[src/verilog/wide_mem_defines.svh]
// wide memory subsystem sizing macros
// bank count, lane count, bank row width and request FIFO depth,
// plus the widths derived from them

`ifndef WIDE_MEM_DEFINES_SVH
`define WIDE_MEM_DEFINES_SVH

// number of word-interleaved banks, power of two
`define WM_NB_BANKS 8

// 32-bit lanes in one wide word
`define WM_NB_LANES 4

// bank row address width, 256 words per bank
`define WM_ROW_AW 8

// request FIFO entries
`define WM_FIFO_DEPTH 2

// bank index bits taken from the address above the byte offset
`define WM_BANK_IDX_W ($clog2(`WM_NB_BANKS))

// byte address width: row bits, bank index bits and byte offset
`define WM_ADDR_W (`WM_ROW_AW + `WM_BANK_IDX_W + 2)

`endif

[src/verilog/wide_mem_pkg.sv]
// wide memory subsystem types
// vector typedefs shared by the RTL and the testbench

`include "wide_mem_defines.svh"

package wide_mem_pkg;

  // one 32-bit lane, also one bank word
  typedef logic [31:0] word_t;

  // full wide word and its byte enables
  typedef logic [`WM_NB_LANES*32-1:0] wide_data_t;
  typedef logic [`WM_NB_LANES*4-1:0]  wide_be_t;

  // byte enables of a single lane
  typedef logic [3:0] lane_be_t;

  // byte address seen on the request port
  typedef logic [`WM_ADDR_W-1:0] addr_t;

  // word address inside one bank
  typedef logic [`WM_ROW_AW-1:0] row_addr_t;

  // bank selector
  typedef logic [`WM_BANK_IDX_W-1:0] bank_idx_t;

endpackage

[src/verilog/wide_req_fifo.sv]
// wide request FIFO
// circular buffer holding address, write enable, byte enables and data
// of wide requests in front of the router

`timescale 1ns/1ns
`include "wide_mem_defines.svh"

module wide_req_fifo #(
  parameter int unsigned DEPTH = `WM_FIFO_DEPTH
) (
  input  logic                     clk_i,
  input  logic                     rst_ni,
  input  logic                     clear_i,
  input  logic                     push_i,
  input  wide_mem_pkg::addr_t      add_i,
  input  logic                     wen_i,
  input  wide_mem_pkg::wide_be_t   be_i,
  input  wide_mem_pkg::wide_data_t data_i,
  input  logic                     pop_i,
  output logic                     full_o,
  output logic                     valid_o,
  output wide_mem_pkg::addr_t      add_o,
  output logic                     wen_o,
  output wide_mem_pkg::wide_be_t   be_o,
  output wide_mem_pkg::wide_data_t data_o
);

  localparam int unsigned PTR_W = (DEPTH > 1) ? $clog2(DEPTH) : 1;
  localparam int unsigned CNT_W = $clog2(DEPTH + 1);

  // payload storage
  wide_mem_pkg::addr_t      add_mem  [DEPTH];
  logic                     wen_mem  [DEPTH];
  wide_mem_pkg::wide_be_t   be_mem   [DEPTH];
  wide_mem_pkg::wide_data_t data_mem [DEPTH];

  logic [PTR_W-1:0] wr_ptr_q;
  logic [PTR_W-1:0] rd_ptr_q;
  logic [CNT_W-1:0] count_q;
  logic             push;
  logic             pop;

  // wrap at DEPTH so non power-of-two depths work too
  function automatic logic [PTR_W-1:0] ptr_next(input logic [PTR_W-1:0] ptr);
    if (ptr == PTR_W'(DEPTH - 1)) begin
      return '0;
    end
    return ptr + PTR_W'(1);
  endfunction

  assign full_o  = (count_q == CNT_W'(DEPTH));
  assign valid_o = (count_q != '0);

  // a push while full is dropped, the requester sees gnt low
  assign push = push_i & ~full_o;
  assign pop  = pop_i & valid_o;

  always_ff @(posedge clk_i or negedge rst_ni) begin
    if (!rst_ni) begin
      wr_ptr_q <= '0;
      rd_ptr_q <= '0;
      count_q  <= '0;
    end else if (clear_i) begin
      wr_ptr_q <= '0;
      rd_ptr_q <= '0;
      count_q  <= '0;
    end else begin
      if (push) begin
        wr_ptr_q <= ptr_next(wr_ptr_q);
      end
      if (pop) begin
        rd_ptr_q <= ptr_next(rd_ptr_q);
      end
      // count only moves when exactly one side is active
      if (push && !pop) begin
        count_q <= count_q + CNT_W'(1);
      end else if (pop && !push) begin
        count_q <= count_q - CNT_W'(1);
      end
    end
  end

  always_ff @(posedge clk_i) begin
    if (push) begin
      add_mem[wr_ptr_q]  <= add_i;
      wen_mem[wr_ptr_q]  <= wen_i;
      be_mem[wr_ptr_q]   <= be_i;
      data_mem[wr_ptr_q] <= data_i;
    end
  end

  // head of the queue, valid one cycle after the push
  assign add_o  = add_mem[rd_ptr_q];
  assign wen_o  = wen_mem[rd_ptr_q];
  assign be_o   = be_mem[rd_ptr_q];
  assign data_o = data_mem[rd_ptr_q];

endmodule

[config.mk]
export PLATFORM = sky130hd
export DESIGN_NAME = wide_req_fifo
export DESIGN_NICKNAME = d
export VERILOG_FILES = /design/src/verilog/wide_mem_pkg.sv /design/src/verilog/wide_req_fifo.sv
export VERILOG_INCLUDE_DIRS = /design/src /design/src/verilog
export SDC_FILE = /design/constraint.sdc
export NUM_CORES = 1
export LEC_CHECK = 0
export BUFFER_PORTS_ARGS = -buffer_cell sky130_fd_sc_hd__buf_2
export CAP_MARGIN = 30
export CELL_PAD_IN_SITES_DETAIL_PLACEMENT = 1
export CELL_PAD_IN_SITES_GLOBAL_PLACEMENT = 1
export CORE_MARGIN = 4
export CORE_UTILIZATION = 44
export DETAILED_ROUTE_END_ITERATION = 6
export GPL_TIMING_DRIVEN = 0
export PLACE_DENSITY_LB_ADDON = 0.05
export SYNTH_ARGS = -nofsm -noshare
export SYNTH_HDL_FRONTEND = slang
export SYNTH_SLANG_ARGS = --single-unit
[constraint.sdc]
create_clock -name clk_i -period 6.6 [get_ports clk_i]
set_input_delay 0.66 -clock clk_i [delete_from_list [all_inputs] [get_ports clk_i]]
set_output_delay 0.66 -clock clk_i [all_outputs]
set_load 0.02 [all_outputs]
== Word-level counts from Yosys, hierarchy flattened ==
Memory sizes are Yosys's and may differ from the RTL's.
Index checks and enable logic that the tools add are counted.

* Memories: 4
* Register bits: 4
* Input port bits: 163
* Memory bits (writable): 316

{| class="wikitable"
|+ Memories
! memory !! words !! width !! rd ports !! clocked after memory_dff !! write ports !! line !! RTL
|-
| data_mem || 2 || 128 || 1 || 0 || 1 || wide_req_fifo.sv:35 || <nowiki>wide_mem_pkg::wide_data_t data_mem [DEPTH];</nowiki>
|-
| be_mem || 2 || 16 || 1 || 0 || 1 || wide_req_fifo.sv:34 || <nowiki>wide_mem_pkg::wide_be_t be_mem [DEPTH];</nowiki>
|-
| add_mem || 2 || 13 || 1 || 0 || 1 || wide_req_fifo.sv:32 || <nowiki>wide_mem_pkg::addr_t add_mem [DEPTH];</nowiki>
|-
| wen_mem || 2 || 1 || 1 || 0 || 1 || wide_req_fifo.sv:33 || <nowiki>logic wen_mem [DEPTH];</nowiki>
|}

* Bitwise logic cells: 3
* Mux-type cells: 19
* Equality and inequality tests: 1
* Add/sub/neg operators: 4
* Reduce and logical (&&, ||, !) cells: 8

{| class="wikitable"
|+ Operator list
! kind !! number
|-
| $mux W1 || 16
|-
| $mux W2 || 3
|-
| $reduce_bool A2 Y1 || 3
|-
| $reduce_bool A3 Y1 || 1
|-
| $add A1 B1 Y1 const B || 2
|-
| $add A2 B1 Y2 const B || 1
|-
| $and A1 B1 Y1 || 2
|-
| $eq A2 B2 Y1 const B || 1
|-
| $logic_and A1 B1 Y1 || 2
|-
| $logic_not A1 Y1 || 2
|-
| $sub A2 B1 Y2 const B || 1
|-
| $not A1 Y1 || 1
|}

== Depth between registers and ports, before layout ==
* Depth after elaboration: 8
* Mapped depth: 4
* Gate-level depth less buffers: 4

== Least setup slack after synthesis ==
Ideal clock, no wire load.

* Path kind: input to register
* From: input push_i
* To: memory add_mem[1][0] in the netlist's numbering (enable)
* Path buffers: 0
* Data required time: 6.062 ns
* Arrival time: 4.315 ns
* Stages on the path: 1
* Slack: 1.747 ns
* Cells stage by stage: and3_1

* Word-level cells in the longest chain between the ends: 3

{| class="wikitable"
|+ Ends and longest elaborated chain
! element !! line !! RTL
|-
| from (decl) || wide_req_fifo.sv:14 || <nowiki>input logic push_i,</nowiki>
|-
| $and A1 B1 Y1 || wide_req_fifo.sv:55 || <nowiki>assign push = push_i & ~full_o;</nowiki>
|-
| $mux W1 || wide_req_fifo.sv:84 || <nowiki>if (push) begin</nowiki>
|-
| $mux W1 (not written as such) || wide_req_fifo.sv:85 || <nowiki>add_mem[wr_ptr_q] <= add_i;</nowiki>
|-
| to (decl) || wide_req_fifo.sv:32 ||
|}

No other way between the ends.

== Final worst setup path ==
* From: register rd_ptr_q
* To: output data_o[1]

* Word-level cells in the longest chain between the ends: 1

{| class="wikitable"
|+ Ends and longest elaborated chain
! element !! line !! RTL
|-
| from (decl) || wide_req_fifo.sv:38 || <nowiki>logic [PTR_W-1:0] rd_ptr_q;</nowiki>
|-
| from (signal assigned) || wide_req_fifo.sv:72 || <nowiki>rd_ptr_q <= ptr_next(rd_ptr_q);</nowiki>
|-
| $mem_v2 Z2 W128 || n/a ||
|-
| to (decl) || wide_req_fifo.sv:25 || <nowiki>output wide_mem_pkg::wide_data_t data_o</nowiki>
|}

No other way between the ends.

==> metrics.txt <==
# TYPE chip_impl_metric gauge
chip_impl_info{name="run_status",value="finished clean"} 1
chip_impl_metric{name="initial_utilization",unit=""} 0.448
chip_impl_metric{name="worst_path_largest_cell_delay",unit="ns"} 0.35
chip_impl_metric{name="gr-usage-all-layers",unit=""} 0.172
chip_impl_metric{name="ff2ff_setup_slack",unit="ns"} 4.10
chip_impl_metric{name="dp_slack",unit="ns"} 3.85
chip_impl_metric{name="max_slew.worst_pin.slew",unit="ns"} 0.846
chip_impl_metric{name="totalPowerFinal",unit="W"} 0.00476
chip_impl_metric{name="power.ir.vdd_worst",unit="V"} 0.000217
chip_impl_info{name="startpoint_type",value="flip-flop"} 1
chip_impl_metric{name="drc_errors",unit=""} 0
chip_impl_metric{name="first_pass_grt_wire_length",unit="um"} 38200
chip_impl_metric{name="worst_path_arrival_time",unit="ns"} 1.96
chip_impl_metric{name="place.detailed.hpwl",unit="um"} 18100
chip_impl_metric{name="clk_path_buf_depth",unit=""} 3
chip_impl_metric{name="first_iter_violations",unit=""} 279
chip_impl_info{name="post-synth-top-area-cell",value="edfxtp_1"} 1
chip_impl_metric{name="fp.coreArea",unit="sq um"} 26100
chip_impl_metric{name="yosysTopAreaCellShare",unit=""} 0.813
chip_impl_metric{name="power.static_leakage",unit="nW"} 5.58
chip_impl_metric{name="grt-ovfl-total",unit=""} 0
chip_impl_metric{name="grt_start_max_net_pins",unit=""} 84
chip_impl_info{name="worstReg2RegStart",value="count_q[0]"} 1
chip_impl_metric{name="layout.cell_area.non_filler",unit="sq um"} 14900
chip_impl_metric{name="yosys.area_share.simple",unit=""} 0.00450
chip_impl_metric{name="cap_violations",unit=""} 0
chip_impl_metric{name="synthXorXnorAreaFrac",unit=""} 0.000751
chip_impl_info{name="cts.root.buffer_cell",value="clkbuf_16"} 1
chip_impl_metric{name="wl_per_cell",unit="um"} 20.7
chip_impl_metric{name="mappedNetlistNets",unit=""} 680
chip_impl_metric{name="detailedRoute.firstPassIterationCount",unit=""} 4
chip_impl_metric{name="syn_area_per_cell",unit="sq um"} 22.6
chip_impl_metric{name="timing.final.max_slew_violations",unit=""} 0
chip_impl_metric{name="timing_hold_violations_final",unit=""} 0
chip_impl_metric{name="final_layout_size_suffix_gt1_frac",unit=""} 0.578
chip_impl_metric{name="placed_area",unit="sq um"} 13800
chip_impl_metric{name="final-setup-viol-count",unit=""} 0
chip_impl_info{name="leading_post_synthesis_cells_by_cell_area",value="edfxtp_1, mux2_2, mux2_1"} 1
chip_impl_info{name="final_common_cell",value="buf_2"} 1
chip_impl_info{name="critical_path.endpoint_type",value="output port"} 1
chip_impl_info{name="setup.worst_path.start",value="rd_ptr_q"} 1
chip_impl_info{name="timing.critical_path.slowest_stage_cell",value="mux2_1"} 1
chip_impl_metric{name="cts-htree-levels",unit=""} 2
chip_impl_metric{name="ys_seq_area_frac",unit=""} 0.822
chip_impl_metric{name="fin_skew",unit="ns"} 0.00852
chip_impl_metric{name="grt_antenna_before_repair",unit=""} 10
chip_impl_metric{name="max_freq",unit="MHz"} 381
chip_impl_metric{name="vias_per_cell",unit=""} 4.93
chip_impl_info{name="critical_path_class",value="flip-flop to output port"} 1
chip_impl_metric{name="drt-total-wl",unit="um"} 25700
chip_impl_metric{name="dp.cells",unit=""} 1177
chip_impl_metric{name="fin_crit_sh",unit=""} 0.398
chip_impl_info{name="synth_top_family_by_area",value="multiplexers"} 1
chip_impl_metric{name="reg2regPathDepth",unit=""} 5
chip_impl_info{name="hold_class",value="input port to flip-flop"} 1
chip_impl_metric{name="final_cell_count_no_fill",unit=""} 1241
chip_impl_info{name="rr_endpoint",value="data_mem[0][83]"} 1
chip_impl_metric{name="grt_pass1_vias",unit=""} 6780
chip_impl_metric{name="numCtsBuffers",unit=""} 34
chip_impl_metric{name="synth-compound-area-share",unit=""} 0.00386
chip_impl_metric{name="buffer_ports.inserted",unit=""} 322
chip_impl_metric{name="row_count",unit=""} 59
chip_impl_metric{name="clk_transition_reported_paths",unit="ns"} 0.06
chip_impl_metric{name="clock_latency",unit="ns"} 0.49
chip_impl_metric{name="slew-limit-headroom",unit=""} 0.436
chip_impl_metric{name="floorplan.die_area",unit="sq um"} 29200
chip_impl_metric{name="yosys_register_bits",unit=""} 320
chip_impl_metric{name="drt.antenna.violating_nets",unit=""} 0
chip_impl_metric{name="floorplan.io_pins",unit=""} 323
chip_impl_metric{name="final_nets",unit=""} 1042
chip_impl_metric{name="number_of_different_library_cells_in_the_post_synthesis_netlist",unit=""} 22
chip_impl_metric{name="ctsResizeCount",unit=""} 0
chip_impl_metric{name="global_placer_s_final_weighted_congestion",unit=""} 0.779
chip_impl_metric{name="syn2layout_area_growth",unit="%"} 27.5
chip_impl_metric{name="crit_path_required_time",unit="ns"} 5.94
chip_impl_metric{name="die_y",unit="um"} 171
chip_impl_metric{name="post_synth_instance_area",unit="sq um"} 11700
chip_impl_metric{name="power_per_cell_area",unit="nW/um^2"} 320
chip_impl_metric{name="clkSinkCount",unit=""} 320
chip_impl_info{name="critical_path.cell_chain",value="buf_2 -> buf_6 -> buf_6 -> mux2_1 -> buf_2"} 1
chip_impl_metric{name="final.hold.worst_slack",unit="ns"} 0.352
chip_impl_metric{name="syn-instance-count",unit=""} 517
chip_impl_metric{name="die_w",unit="um"} 171
chip_impl_metric{name="yosys_warnings",unit=""} 0
chip_impl_metric{name="critical_path.max_fanout",unit=""} 10
chip_impl_metric{name="synth-adder-area-share",unit=""} 0
chip_impl_metric{name="muxShareOfSynthArea",unit=""} 0.153
chip_impl_info{name="cp-endpoint",value="data_o[1]"} 1
chip_impl_metric{name="total_via_count_in_the_routed_design",unit=""} 6116
chip_impl_info{name="tritoncts",value="built"} 1
chip_impl_metric{name="postLayoutSetupSlackWorst",unit="ns"} 3.98
chip_impl_info{name="rsz0062_at_grt",value="no"} 1
chip_impl_metric{name="time_the_final_worst_path_needs_with_i_o_delays_and_setup",unit="ns"} 2.62
chip_impl_info{name="final_cell_mix",value="buf_2, edfxtp_1, mux2_2, clkbuf_16, mux2_1"} 1
==> cell families (layout without fill, tap and decap cells) <==
logic type                count (synthesis)  count (layout)
buffers and inverters                    21             406
AOI/OAI and AO/OA                         8               8
DFF                                     320             320
other                                     0               4
and+or+nand+nor                           8               8
xor gates and xnor gates                  1               1
muxes                                   159             159
==> synthesized netlist by cell type <==
library cell	number
a21o_1	1
a21oi_1	4
and3_1	1
buf_2	5
buf_6	13
dfrtp_1	4
edfxtp_1	316
inv_1	2
inv_2	1
mux2_1	28
mux2_2	130
mux2i_1	1
nand2b_2	1
nand3b_1	1
nor2_1	1
nor3b_1	1
o211ai_1	1
o21ai_0	2
or2_1	1
or2_2	1
or3_1	1
xor2_1	1
==> sequential cells by signal, indices dropped and copies added, names as in the netlist <==
register	count
count_q	2
add_mem	26
wen_mem	2
data_mem	256
wr_ptr_q	1
be_mem	32
rd_ptr_q	1
==> power by group <==
part           internal [W]  total [W]  switching (W)
Combinational      0.000224   0.000568       0.000344
Sequential          0.00236    0.00239      0.0000242
Clock               0.00109    0.00181       0.000714
==> area by class of cell <==
type                            instances  area (sq um)
Fill cell                            2385         11200
Sequential cell                       320          9590
Multi-Input combinational cell        176          1900
Timing Repair Buffer                  326          1700
Clock buffer                           46           960
Tap cell                              335           419
Buffer                                 18           171
Clock inverter                         13           106
Inverter                                3          18.8
Antenna cell                            4          10.0
==> routing by layer <==
metal  track usage  wire length (um)  vias to the layer above
li1              -                 -                     2803
met1         0.195              9090                     3019
met4        0.0561               697                       14
met5             0                83                        -
met2         0.301             13500                      223
met3        0.0654              2340                       57
==> worst max-delay path, delay by kind of cell (launching register included) <==
family | cells | cell delay, ns
multiplexers | 1 | 0.35
flip-flops | 1 | 0.32
buffers and inverters | 4 | 0.79
==> how the worst min path moves through the flow <==
stage / start / to / slack (ns) / depth (start not counted)
after floorplan: rst_ni / count_q[0] / 0.36 / 0
after detailed placement: rst_ni / wr_ptr_q / 0.47 / 1
after CTS: data_i[117] / data_mem[1][117] / 0.33 / 1
final: be_i[1] / be_mem[0][1] / 0.35 / 1
after global placement: rst_ni / wr_ptr_q / 0.47 / 1
after global routing: data_i[95] / data_mem[1][95] / 0.33 / 1
==> metrics by stage <==
step | util | TNS (ns)
floorplan | - | 0
global placement | 0.526 | -34.75
detailed placement | 0.529 | 0
CTS | 0.570 | 0
global route | 0.571 | 0
finish | 0.571 | 0
==> timing repair <==
item	4_1_cts	5_1_grt
hold endpoints to repair	4	0
hold buffers	1	0
buffers inserted	0	0
Power figures use the tool's default switching activity.
