--- src/verilog/wide_mem_defines.svh ---
// wide memory subsystem sizing macros
// bank count, lane count, bank row width and request FIFO depth,
// plus the widths derived from them

`ifndef WIDE_MEM_DEFINES_SVH
`define WIDE_MEM_DEFINES_SVH

// number of word-interleaved banks, power of two
`define WM_NB_BANKS 8

// 32-bit lanes in one wide word
`define WM_NB_LANES 4

// bank row address width, 256 words per bank
`define WM_ROW_AW 8

// request FIFO entries
`define WM_FIFO_DEPTH 2

// bank index bits taken from the address above the byte offset
`define WM_BANK_IDX_W ($clog2(`WM_NB_BANKS))

// byte address width: row bits, bank index bits and byte offset
`define WM_ADDR_W (`WM_ROW_AW + `WM_BANK_IDX_W + 2)

`endif

--- src/verilog/wide_mem_pkg.sv ---
// wide memory subsystem types
// vector typedefs shared by the RTL and the testbench

`include "wide_mem_defines.svh"

package wide_mem_pkg;

  // one 32-bit lane, also one bank word
  typedef logic [31:0] word_t;

  // full wide word and its byte enables
  typedef logic [`WM_NB_LANES*32-1:0] wide_data_t;
  typedef logic [`WM_NB_LANES*4-1:0]  wide_be_t;

  // byte enables of a single lane
  typedef logic [3:0] lane_be_t;

  // byte address seen on the request port
  typedef logic [`WM_ADDR_W-1:0] addr_t;

  // word address inside one bank
  typedef logic [`WM_ROW_AW-1:0] row_addr_t;

  // bank selector
  typedef logic [`WM_BANK_IDX_W-1:0] bank_idx_t;

endpackage

--- src/verilog/router_reorder.sv ---
// lane to bank rotation for the shallow router
// lane k goes to bank (offset + k) mod bank count, ready bits and read
// data are rotated back to lane order

`timescale 1ns/1ns
`include "wide_mem_defines.svh"

module router_reorder (
  input  logic                                        clk_i,
  input  logic                                        rst_ni,
  input  logic                                        clear_i,
  input  logic                                        issue_i,
  input  wide_mem_pkg::bank_idx_t                     offset_i,
  input  logic [`WM_NB_LANES-1:0]                     lane_req_i,
  input  logic [`WM_NB_LANES-1:0]                     lane_wen_i,
  input  wide_mem_pkg::lane_be_t [`WM_NB_LANES-1:0]   lane_be_i,
  input  wide_mem_pkg::word_t [`WM_NB_LANES-1:0]      lane_data_i,
  input  wide_mem_pkg::row_addr_t [`WM_NB_LANES-1:0]  lane_row_i,
  output wide_mem_pkg::word_t [`WM_NB_LANES-1:0]      lane_rdata_o,
  output logic [`WM_NB_LANES-1:0]                     bank_ready_o,
  output logic [`WM_NB_BANKS-1:0]                     bank_req_o,
  output logic [`WM_NB_BANKS-1:0]                     bank_wen_o,
  output wide_mem_pkg::lane_be_t [`WM_NB_BANKS-1:0]   bank_be_o,
  output wide_mem_pkg::word_t [`WM_NB_BANKS-1:0]      bank_data_o,
  output wide_mem_pkg::row_addr_t [`WM_NB_BANKS-1:0]  bank_row_o,
  input  logic [`WM_NB_BANKS-1:0]                     bank_ready_i,
  input  wide_mem_pkg::word_t [`WM_NB_BANKS-1:0]      bank_rdata_i
);

  wide_mem_pkg::bank_idx_t                      offset_q;
  wide_mem_pkg::bank_idx_t [`WM_NB_LANES-1:0]   fwd_bank;
  wide_mem_pkg::bank_idx_t [`WM_NB_LANES-1:0]   ret_bank;

  // truncation to the index width gives the modulo for free
  for (genvar k = 0; k < `WM_NB_LANES; k++) begin : gen_rot
    assign fwd_bank[k]     = offset_i + wide_mem_pkg::bank_idx_t'(k);
    assign ret_bank[k]     = offset_q + wide_mem_pkg::bank_idx_t'(k);
    assign bank_ready_o[k] = bank_ready_i[fwd_bank[k]];
    // read data belongs to the access issued last cycle
    assign lane_rdata_o[k] = bank_rdata_i[ret_bank[k]];
  end

  // forward path, untargeted banks stay idle
  always_comb begin
    bank_req_o  = '0;
    bank_wen_o  = '1;
    bank_be_o   = '0;
    bank_data_o = '0;
    bank_row_o  = '0;
    for (int k = 0; k < `WM_NB_LANES; k++) begin
      bank_req_o[fwd_bank[k]]  = lane_req_i[k];
      bank_wen_o[fwd_bank[k]]  = lane_wen_i[k];
      bank_be_o[fwd_bank[k]]   = lane_be_i[k];
      bank_data_o[fwd_bank[k]] = lane_data_i[k];
      bank_row_o[fwd_bank[k]]  = lane_row_i[k];
    end
  end

  // offset of the issued access, kept for the return path
  always_ff @(posedge clk_i or negedge rst_ni) begin
    if (!rst_ni) begin
      offset_q <= '0;
    end else if (clear_i) begin
      offset_q <= '0;
    end else if (issue_i) begin
      offset_q <= offset_i;
    end
  end

endmodule

--- src/verilog/wide_router.sv ---
// shallow wide-to-bank router
// splits the FIFO head into 32-bit lanes, computes each lane's bank row,
// issues only when all targeted banks are ready and rebuilds the response

`timescale 1ns/1ns
`include "wide_mem_defines.svh"

module wide_router (
  input  logic                                        clk_i,
  input  logic                                        rst_ni,
  input  logic                                        clear_i,
  input  logic                                        head_valid_i,
  input  wide_mem_pkg::addr_t                         head_add_i,
  input  logic                                        head_wen_i,
  input  wide_mem_pkg::wide_be_t                      head_be_i,
  input  wide_mem_pkg::wide_data_t                    head_data_i,
  output logic                                        pop_o,
  output logic                                        r_valid_o,
  output wide_mem_pkg::wide_data_t                    r_data_o,
  output logic [`WM_NB_BANKS-1:0]                     bank_req_o,
  output logic [`WM_NB_BANKS-1:0]                     bank_wen_o,
  output wide_mem_pkg::lane_be_t [`WM_NB_BANKS-1:0]   bank_be_o,
  output wide_mem_pkg::word_t [`WM_NB_BANKS-1:0]      bank_data_o,
  output wide_mem_pkg::row_addr_t [`WM_NB_BANKS-1:0]  bank_row_o,
  input  logic [`WM_NB_BANKS-1:0]                     bank_ready_i,
  input  wide_mem_pkg::word_t [`WM_NB_BANKS-1:0]      bank_rdata_i
);

  // row bits start above the bank index and the byte offset
  localparam int unsigned ROW_LSB = `WM_BANK_IDX_W + 2;
  // one extra bit to see the wrap past the last bank
  localparam int unsigned SUM_W   = `WM_BANK_IDX_W + 1;

  wide_mem_pkg::bank_idx_t                            offset;
  wide_mem_pkg::row_addr_t                            base_row;
  logic [`WM_NB_LANES-1:0]                            lane_req;
  logic [`WM_NB_LANES-1:0]                            lane_wen;
  logic [`WM_NB_LANES-1:0]                            lane_ready;
  wide_mem_pkg::lane_be_t [`WM_NB_LANES-1:0]          lane_be;
  wide_mem_pkg::word_t [`WM_NB_LANES-1:0]             lane_data;
  wide_mem_pkg::row_addr_t [`WM_NB_LANES-1:0]         lane_row;
  wide_mem_pkg::word_t [`WM_NB_LANES-1:0]             lane_rdata;
  logic                                               issue;
  logic                                               issued_q;

  assign offset   = head_add_i[ROW_LSB-1:2];
  assign base_row = head_add_i[`WM_ADDR_W-1:ROW_LSB];

  for (genvar k = 0; k < `WM_NB_LANES; k++) begin : gen_lane
    logic [SUM_W-1:0] bank_sum;

    assign bank_sum = {1'b0, offset} + SUM_W'(k);

    // lanes that wrap past bank 7 land on the next row
    assign lane_row[k] = (bank_sum >= SUM_W'(`WM_NB_BANKS)) ?
                         base_row + wide_mem_pkg::row_addr_t'(1) : base_row;

    assign lane_req[k]  = issue;
    assign lane_wen[k]  = head_wen_i;
    assign lane_be[k]   = head_be_i[4*k +: 4];
    assign lane_data[k] = head_data_i[32*k +: 32];

    // lane k is the k-th word of the wide response
    assign r_data_o[32*k +: 32] = lane_rdata[k];
  end

  // all-or-nothing issue, never a partial access
  assign issue = head_valid_i & (&lane_ready);
  assign pop_o = issue;

  // banks answer exactly one cycle after issue
  always_ff @(posedge clk_i or negedge rst_ni) begin
    if (!rst_ni) begin
      issued_q <= 1'b0;
    end else if (clear_i) begin
      issued_q <= 1'b0;
    end else begin
      issued_q <= issue;
    end
  end

  assign r_valid_o = issued_q;

  router_reorder u_router_reorder (
    .clk_i        ( clk_i        ),
    .rst_ni       ( rst_ni       ),
    .clear_i      ( clear_i      ),
    .issue_i      ( issue        ),
    .offset_i     ( offset       ),
    .lane_req_i   ( lane_req     ),
    .lane_wen_i   ( lane_wen     ),
    .lane_be_i    ( lane_be      ),
    .lane_data_i  ( lane_data    ),
    .lane_row_i   ( lane_row     ),
    .lane_rdata_o ( lane_rdata   ),
    .bank_ready_o ( lane_ready   ),
    .bank_req_o   ( bank_req_o   ),
    .bank_wen_o   ( bank_wen_o   ),
    .bank_be_o    ( bank_be_o    ),
    .bank_data_o  ( bank_data_o  ),
    .bank_row_o   ( bank_row_o   ),
    .bank_ready_i ( bank_ready_i ),
    .bank_rdata_i ( bank_rdata_i )
  );

endmodule

--- config.mk ---
export PLATFORM = sky130hd
export DESIGN_NAME = wide_router
export DESIGN_NICKNAME = d
export VERILOG_FILES = /design/src/verilog/wide_mem_pkg.sv /design/src/verilog/router_reorder.sv /design/src/verilog/wide_router.sv
export VERILOG_INCLUDE_DIRS = /design/src /design/src/verilog
export SDC_FILE = /design/constraint.sdc
export NUM_CORES = 1
export LEC_CHECK = 0
export BUFFER_PORTS_ARGS = -buffer_cell sky130_fd_sc_hd__buf_4
export CORE_AREA = 2 2 356 358
export CTS_CLUSTER_SIZE = 16
export DETAILED_ROUTE_END_ITERATION = 6
export DIE_AREA = 0 0 358 360
export HOLD_SLACK_MARGIN = 0.12
export PLACE_DENSITY = 0.33
export SETUP_SLACK_MARGIN = 0.3
export SKIP_LAST_GASP = 1
export SYNTH_ARGS = -nofsm -noshare
export SYNTH_HDL_FRONTEND = slang
export SYNTH_SLANG_ARGS = --single-unit
--- constraint.sdc ---
create_clock -name clk_i -period 4.1 [get_ports clk_i]
set_input_delay 0.615 -clock clk_i [delete_from_list [all_inputs] [get_ports clk_i]]
set_output_delay 0.615 -clock clk_i [all_outputs]
set_load 0.02 [all_outputs]
Word-level counts from Yosys, hierarchy flattened

Cells that the tools add are included.

Mux-type cells: 70
Add/subtract/negate cells: 10
Magnitude comparators: 16
Reduce and logical (&&, ||, !) cells: 6
Bitwise operators: 7

Operator list:

| kind                | number |
|---|---|
| $bwmux 256          | 3 |
| $bmux 32 s3         | 4 |
| $demux 32 s3        | 4 |
| $and 256x256->256   | 1 |
| $mux 32             | 8 |
| $bwmux 64           | 3 |
| $bwmux 32           | 3 |
| $demux 8 s3         | 4 |
| $and 64x64->64      | 1 |
| $mux 8              | 8 |
| $bwmux 8            | 6 |
| $demux 4 s3         | 4 |
| $and 32x32->32      | 1 |
| $lt 3x4->1 const B  | 8 |
| $mux 4              | 4 |
| $add 3x2->3 const B | 4 |
| $bmux 1 s3          | 4 |
| $demux 1 s3         | 4 |
| $ge 3x1->1 const B  | 4 |
| $ge 4x4->1 const B  | 3 |
| $mux 1              | 9 |
| $add 3x2->4 const B | 2 |
| $add 8x1->8 const B | 1 |
| $and 8x8->8         | 1 |
| other kinds (10)    | 15 |

Output and inout bits: 498
Bits in registers: 4
Logic and storage cells: 111

Depth between registers and ports, before layout

Depth after elaboration: 9
Gate-level depth with buffers: 12

By module

Synthesis repeated with hierarchy kept, for this count alone.

Cell total of the unflattened synthesis: 2562
Area, all modules: 17379.2 um2

By module, submodules not included:

| module         | times used | cells each | sequential area each (um2) | area an instance (um2) |
|---|---|---|---|---|
| router_reorder | 1          | 2496       | 75.1                       | 16902.5 |
| wide_router    | 1          | 66         | 25.0                       | 476.7 |

Worst setup path before layout

OpenSTA, ideal clock, no wires.

Path kind: input port to output port
Start: input port head_add_i[2]
End: output port bank_data_o[49] in the netlist's numbering
Setup slack: 341 ps
Arrival: 3144 ps
Cell stages on the path: 11
Data required time: 3485 ps
Path buffers: 6
Cell sequence: buf_2 buf_4 inv_2 clkbuf_1 ha_1 clkbuf_1 nor3_1 buf_2 buf_2 a22oi_1 o21ai_0

RTL lines:

| element     | line              | text |
|---|---|---|
| from (decl) | wide_router.sv:13 | `input wide_mem_pkg::addr_t head_add_i,` |
| to (decl)   | wide_router.sv:23 | `` output wide_mem_pkg::word_t [`WM_NB_BANKS-1:0] bank_data_o, `` |

==> flow_metrics.py <==
metrics = {
    "timing": {
        "worst_pin_slew_ns": 0.918,
        "slew_violations": 0,
        "setup_violations": 0,
        "timing.final.ws_setup_ns": 0.457,
        "min_period_ns": 3.64,
        "max_freq_mhz": 275,
        "finalCritPeriodShare_pct": 88.9,
        "rsz0062_at_grt": "true",
        "tns_ns": 0,
        "slew_headroom_pct": 38.8,
        "clock_skew_ns": 0,
        "hold_violations": 0,
    },
    "synthesis": {
        "yosysWarnings": 0,
        "async_flop_share_pct": 100,
        "synth_compound_area_share_pct": 45.7,
        "synth_top_family_by_area": "compound AO/OA/AOI/OAI gates",
        "netlist_area_sq_um": 15900,
        "ys_seq_elements": 4,
        "synth_cell_type_count": 61,
        "synth_top_cell_by_area": "a22oi_1",
        "synthMuxAreaShare_pct": 30.6,
        "synthXorXnorAreaFrac_pct": 1.63,
        "synth_area_leaders": "a22oi_1 (24%), mux2_2 (14%), mux4_2 (14%)",
        "synth_area_per_cell_sq_um": 6.98,
        "synthCells": 2279,
        "seq_area_frac_synth_pct": 0.630,
        "synth_common_cells": "a22oi_1 (517), o21ai_0 (365), clkbuf_1 (233), mux2_2 (197), nor2_1 (145)",
        "ys.flop_type": "dfrtp_1",
        "synth-edff-count": 0,
        "synthSimpleGateAreaFrac_pct": 9.69,
        "synth_top_area_share_pct": 24.4,
        "synthAdderAreaFrac_pct": 0.708,
        "yosysMostFrequentCell": "a22oi_1",
        "synth_nets": 2714,
    },
    "placed_design": {
        "dpl_cell_area_sq_um": 24900,
        "io_buffer_count": 921,
        "dp_cells": 4581,
        "place.gp.congestion": 0.872,
        "pre_cts_slack_ns": 0.262,
        "dp_hpwl_mm": 108,
    },
    "global_routing": {
        "grt_pass1_wl_mm": 186,
        "grt_max_degree": 152,
        "grtUsageTotal_pct": 19.7,
        "gr-usage-met2_pct": 34.5,
        "first_global_vias": 22100,
        "grt_antenna_before_repair": 27,
        "top_usage_layer": "met2",
        "grtUsageMet3_pct": 5.67,
        "grt_use_met1_pct": 23.9,
        "grt_overflow": 0,
    },
    "floorplan": {
        "row_count": 130,
        "dieArea_sq_um": 129000,
        "io_pins": 924,
        "core_sq_um": 125000,
        "die_w_um": 358,
        "start_util_pct": 12.7,
        "die_y_um": 360,
    },
    "final_layout": {
        "nets": 3375,
        "drive_gt1_share_pct": 48.5,
        "fillers": 14200,
        "fin_area_sq_um": 25100,
        "area_growth_pct": 57.6,
        "fin_cells": 4603,
        "seq_area_sq_um": 109,
        "multi_input_area_sq_um": 14200,
    },
    "routing": {
        "vias": 22900,
        "routed_wirelength_mm": 137,
        "first_pass_iters": 6,
        "ant_nets": 0,
        "first_iter_violations": 1864,
        "via_per_inst": 4.99,
        "route.detailed.drc": 0,
        "routedWlPerCell_um": 29.7,
    },
    "clock_network": {
        "clk_pin_slew_ns": 0.03,
        "htreeDepth": 1,
        "root_buffer": "clkbuf_16",
        "insertion_delay_ns": 0.22,
        "cts_max_path_buffers": 2,
        "cts_hold_buf": 0,
        "numCtsBuffers": 3,
        "clock-sinks": 4,
        "cts_tree": "done",
    },
    "critical_path": {
        "end_kind": "output pin",
        "crit_fanout": 8,
        "critPathTopFamily": "buffers and inverters",
        "crit_required_ns": 3.48,
        "crit_type": "primary input to output pin",
        "startpoint_type": "primary input",
        "path_cells": "buf_4 > inv_1 > ha_2 > xor2_2 > buf_4 > nor3_2 > buf_4 > a211oi_2 > buf_4 > o21ai_0 > o31ai_1 > buf_4",
        "path_common_cell": "buf_4",
        "cpMaxStageDelayCell": "nor3_2",
        "cp_slowest_stage_delay_ns": 0.37,
        "worstPathArrival_ns": 3.03,
        "critPathBufInv": 6,
    },
    "flow_run": {
        "drv_cap": 0,
    },
    "power": {
        "peakVddDrop_uv": 137,
        "power.density_nw_per_um2": 182,
        "leakage_nw": 9.35,
    },
    "min_path": {
        "hold_path_class": "primary input to asynchronous set/reset pin",
    },
    "outcome": {
        "run_status": "finished, final reports clean",
    },
}
path summary, 6_finish.rpt:
| kind | start | endpoint | slack, ns | cells after the start |
|---|---|---|---|---|
| worst max-delay path | head_add_i[3] | bank_row_o[58] | 0.46 | 12 |
| worst min-delay path | rst_ni | u_router_reorder.offset_q[2] | 0.19 | 1 |
| worst max register to register | u_router_reorder.offset_q[1] | u_router_reorder.offset_q[1] | 2.83 | 3 |
| worst min register to register | u_router_reorder.offset_q[0] | u_router_reorder.offset_q[0] | 0.75 | 2 |
| max in group asynchronous | rst_ni | u_router_reorder.offset_q[0] | 3.80 | 1 |
| min in group clk_i | clear_i | r_valid_o | 0.62 | 2 |
flip-flops by register name, summed over array words and instances, names as in the netlist:
register and flops:
r_valid_o 1, u_router_reorder.offset_q 3
power by group:
group | internal [mW] | total, mW | switching, mW
combinational | 1.74 | 4.35 | 2.61
clock | 0.128 | 0.156 | 0.0273
sequential | 0.0414 | 0.0490 | 0.00768
per-layer routing:
metal	share of wire, %	vias to the layer above
li1	-	10200
met1	40	11500
met2	49	1131
met5	0.019	-
met3	9.2	106
met4	2.1	4
area by class of cell:
cell class	instances	area share [%]
repair buffers	1072	34.0
inverters	10	0.150
multi-input cells	1849	56.8
diodes	14	0.140
clock buffers	4	0.315
flip-flops and latches	4	0.434
well taps	1650	8.24
per-stage QoR:
stage               utilization (%)  power [mW]  hold slack, ns
floorplan                         -        2.23           0.319
global placement               19.9        4.41           0.421
detailed placement             19.9        4.40           0.422
CTS                            20.0        4.58           0.188
global route                   20.1        4.81           0.188
finish                         20.1        4.56           0.187
timing repair:
action,in CTS,in global routing
setup endpoints to repair,4,26
pin swaps,1,0
setup buffers,4,0
gates resized for setup,0,2
cells by family (layout without fill, tap and decap cells):
| group | count (synthesis) | count (layout) |
|---|---|---|
| adder cells (fa/ha/maj) | 9 | 9 |
| XOR/XNOR | 24 | 24 |
| AND/OR/NAND/NOR | 363 | 363 |
| buffers and inverters | 426 | 1086 |
| AO/OA/AOI/OAI | 1112 | 1112 |
| flip-flops | 4 | 4 |
| other | 0 | 14 |
| multiplexers | 341 | 341 |
placed cells by master, fill, tap and decap left out, drive strengths merged, types with 6 or more instances in the layout:
master / Yosys / layout
buf: 138 / 1072
inv: 10 / 9
xor2: 11 / 11
nand2: 139 / 139
a221oi: 38 / 38
diode: 0 / 14
mux4: 96 / 96
nor3: 15 / 15
nand3: 20 / 20
nor2: 148 / 148
o21ai: 368 / 368
a22oi: 517 / 517
nor2b: 9 / 9
nand2b: 12 / 12
o31ai: 13 / 13
o221ai: 6 / 6
o22ai: 57 / 57
xnor2: 13 / 13
mux2: 197 / 197
ha: 9 / 9
mux2i: 48 / 48
a31oi: 6 / 6
a21oi: 74 / 74
(Power assumes the default switching activity.)
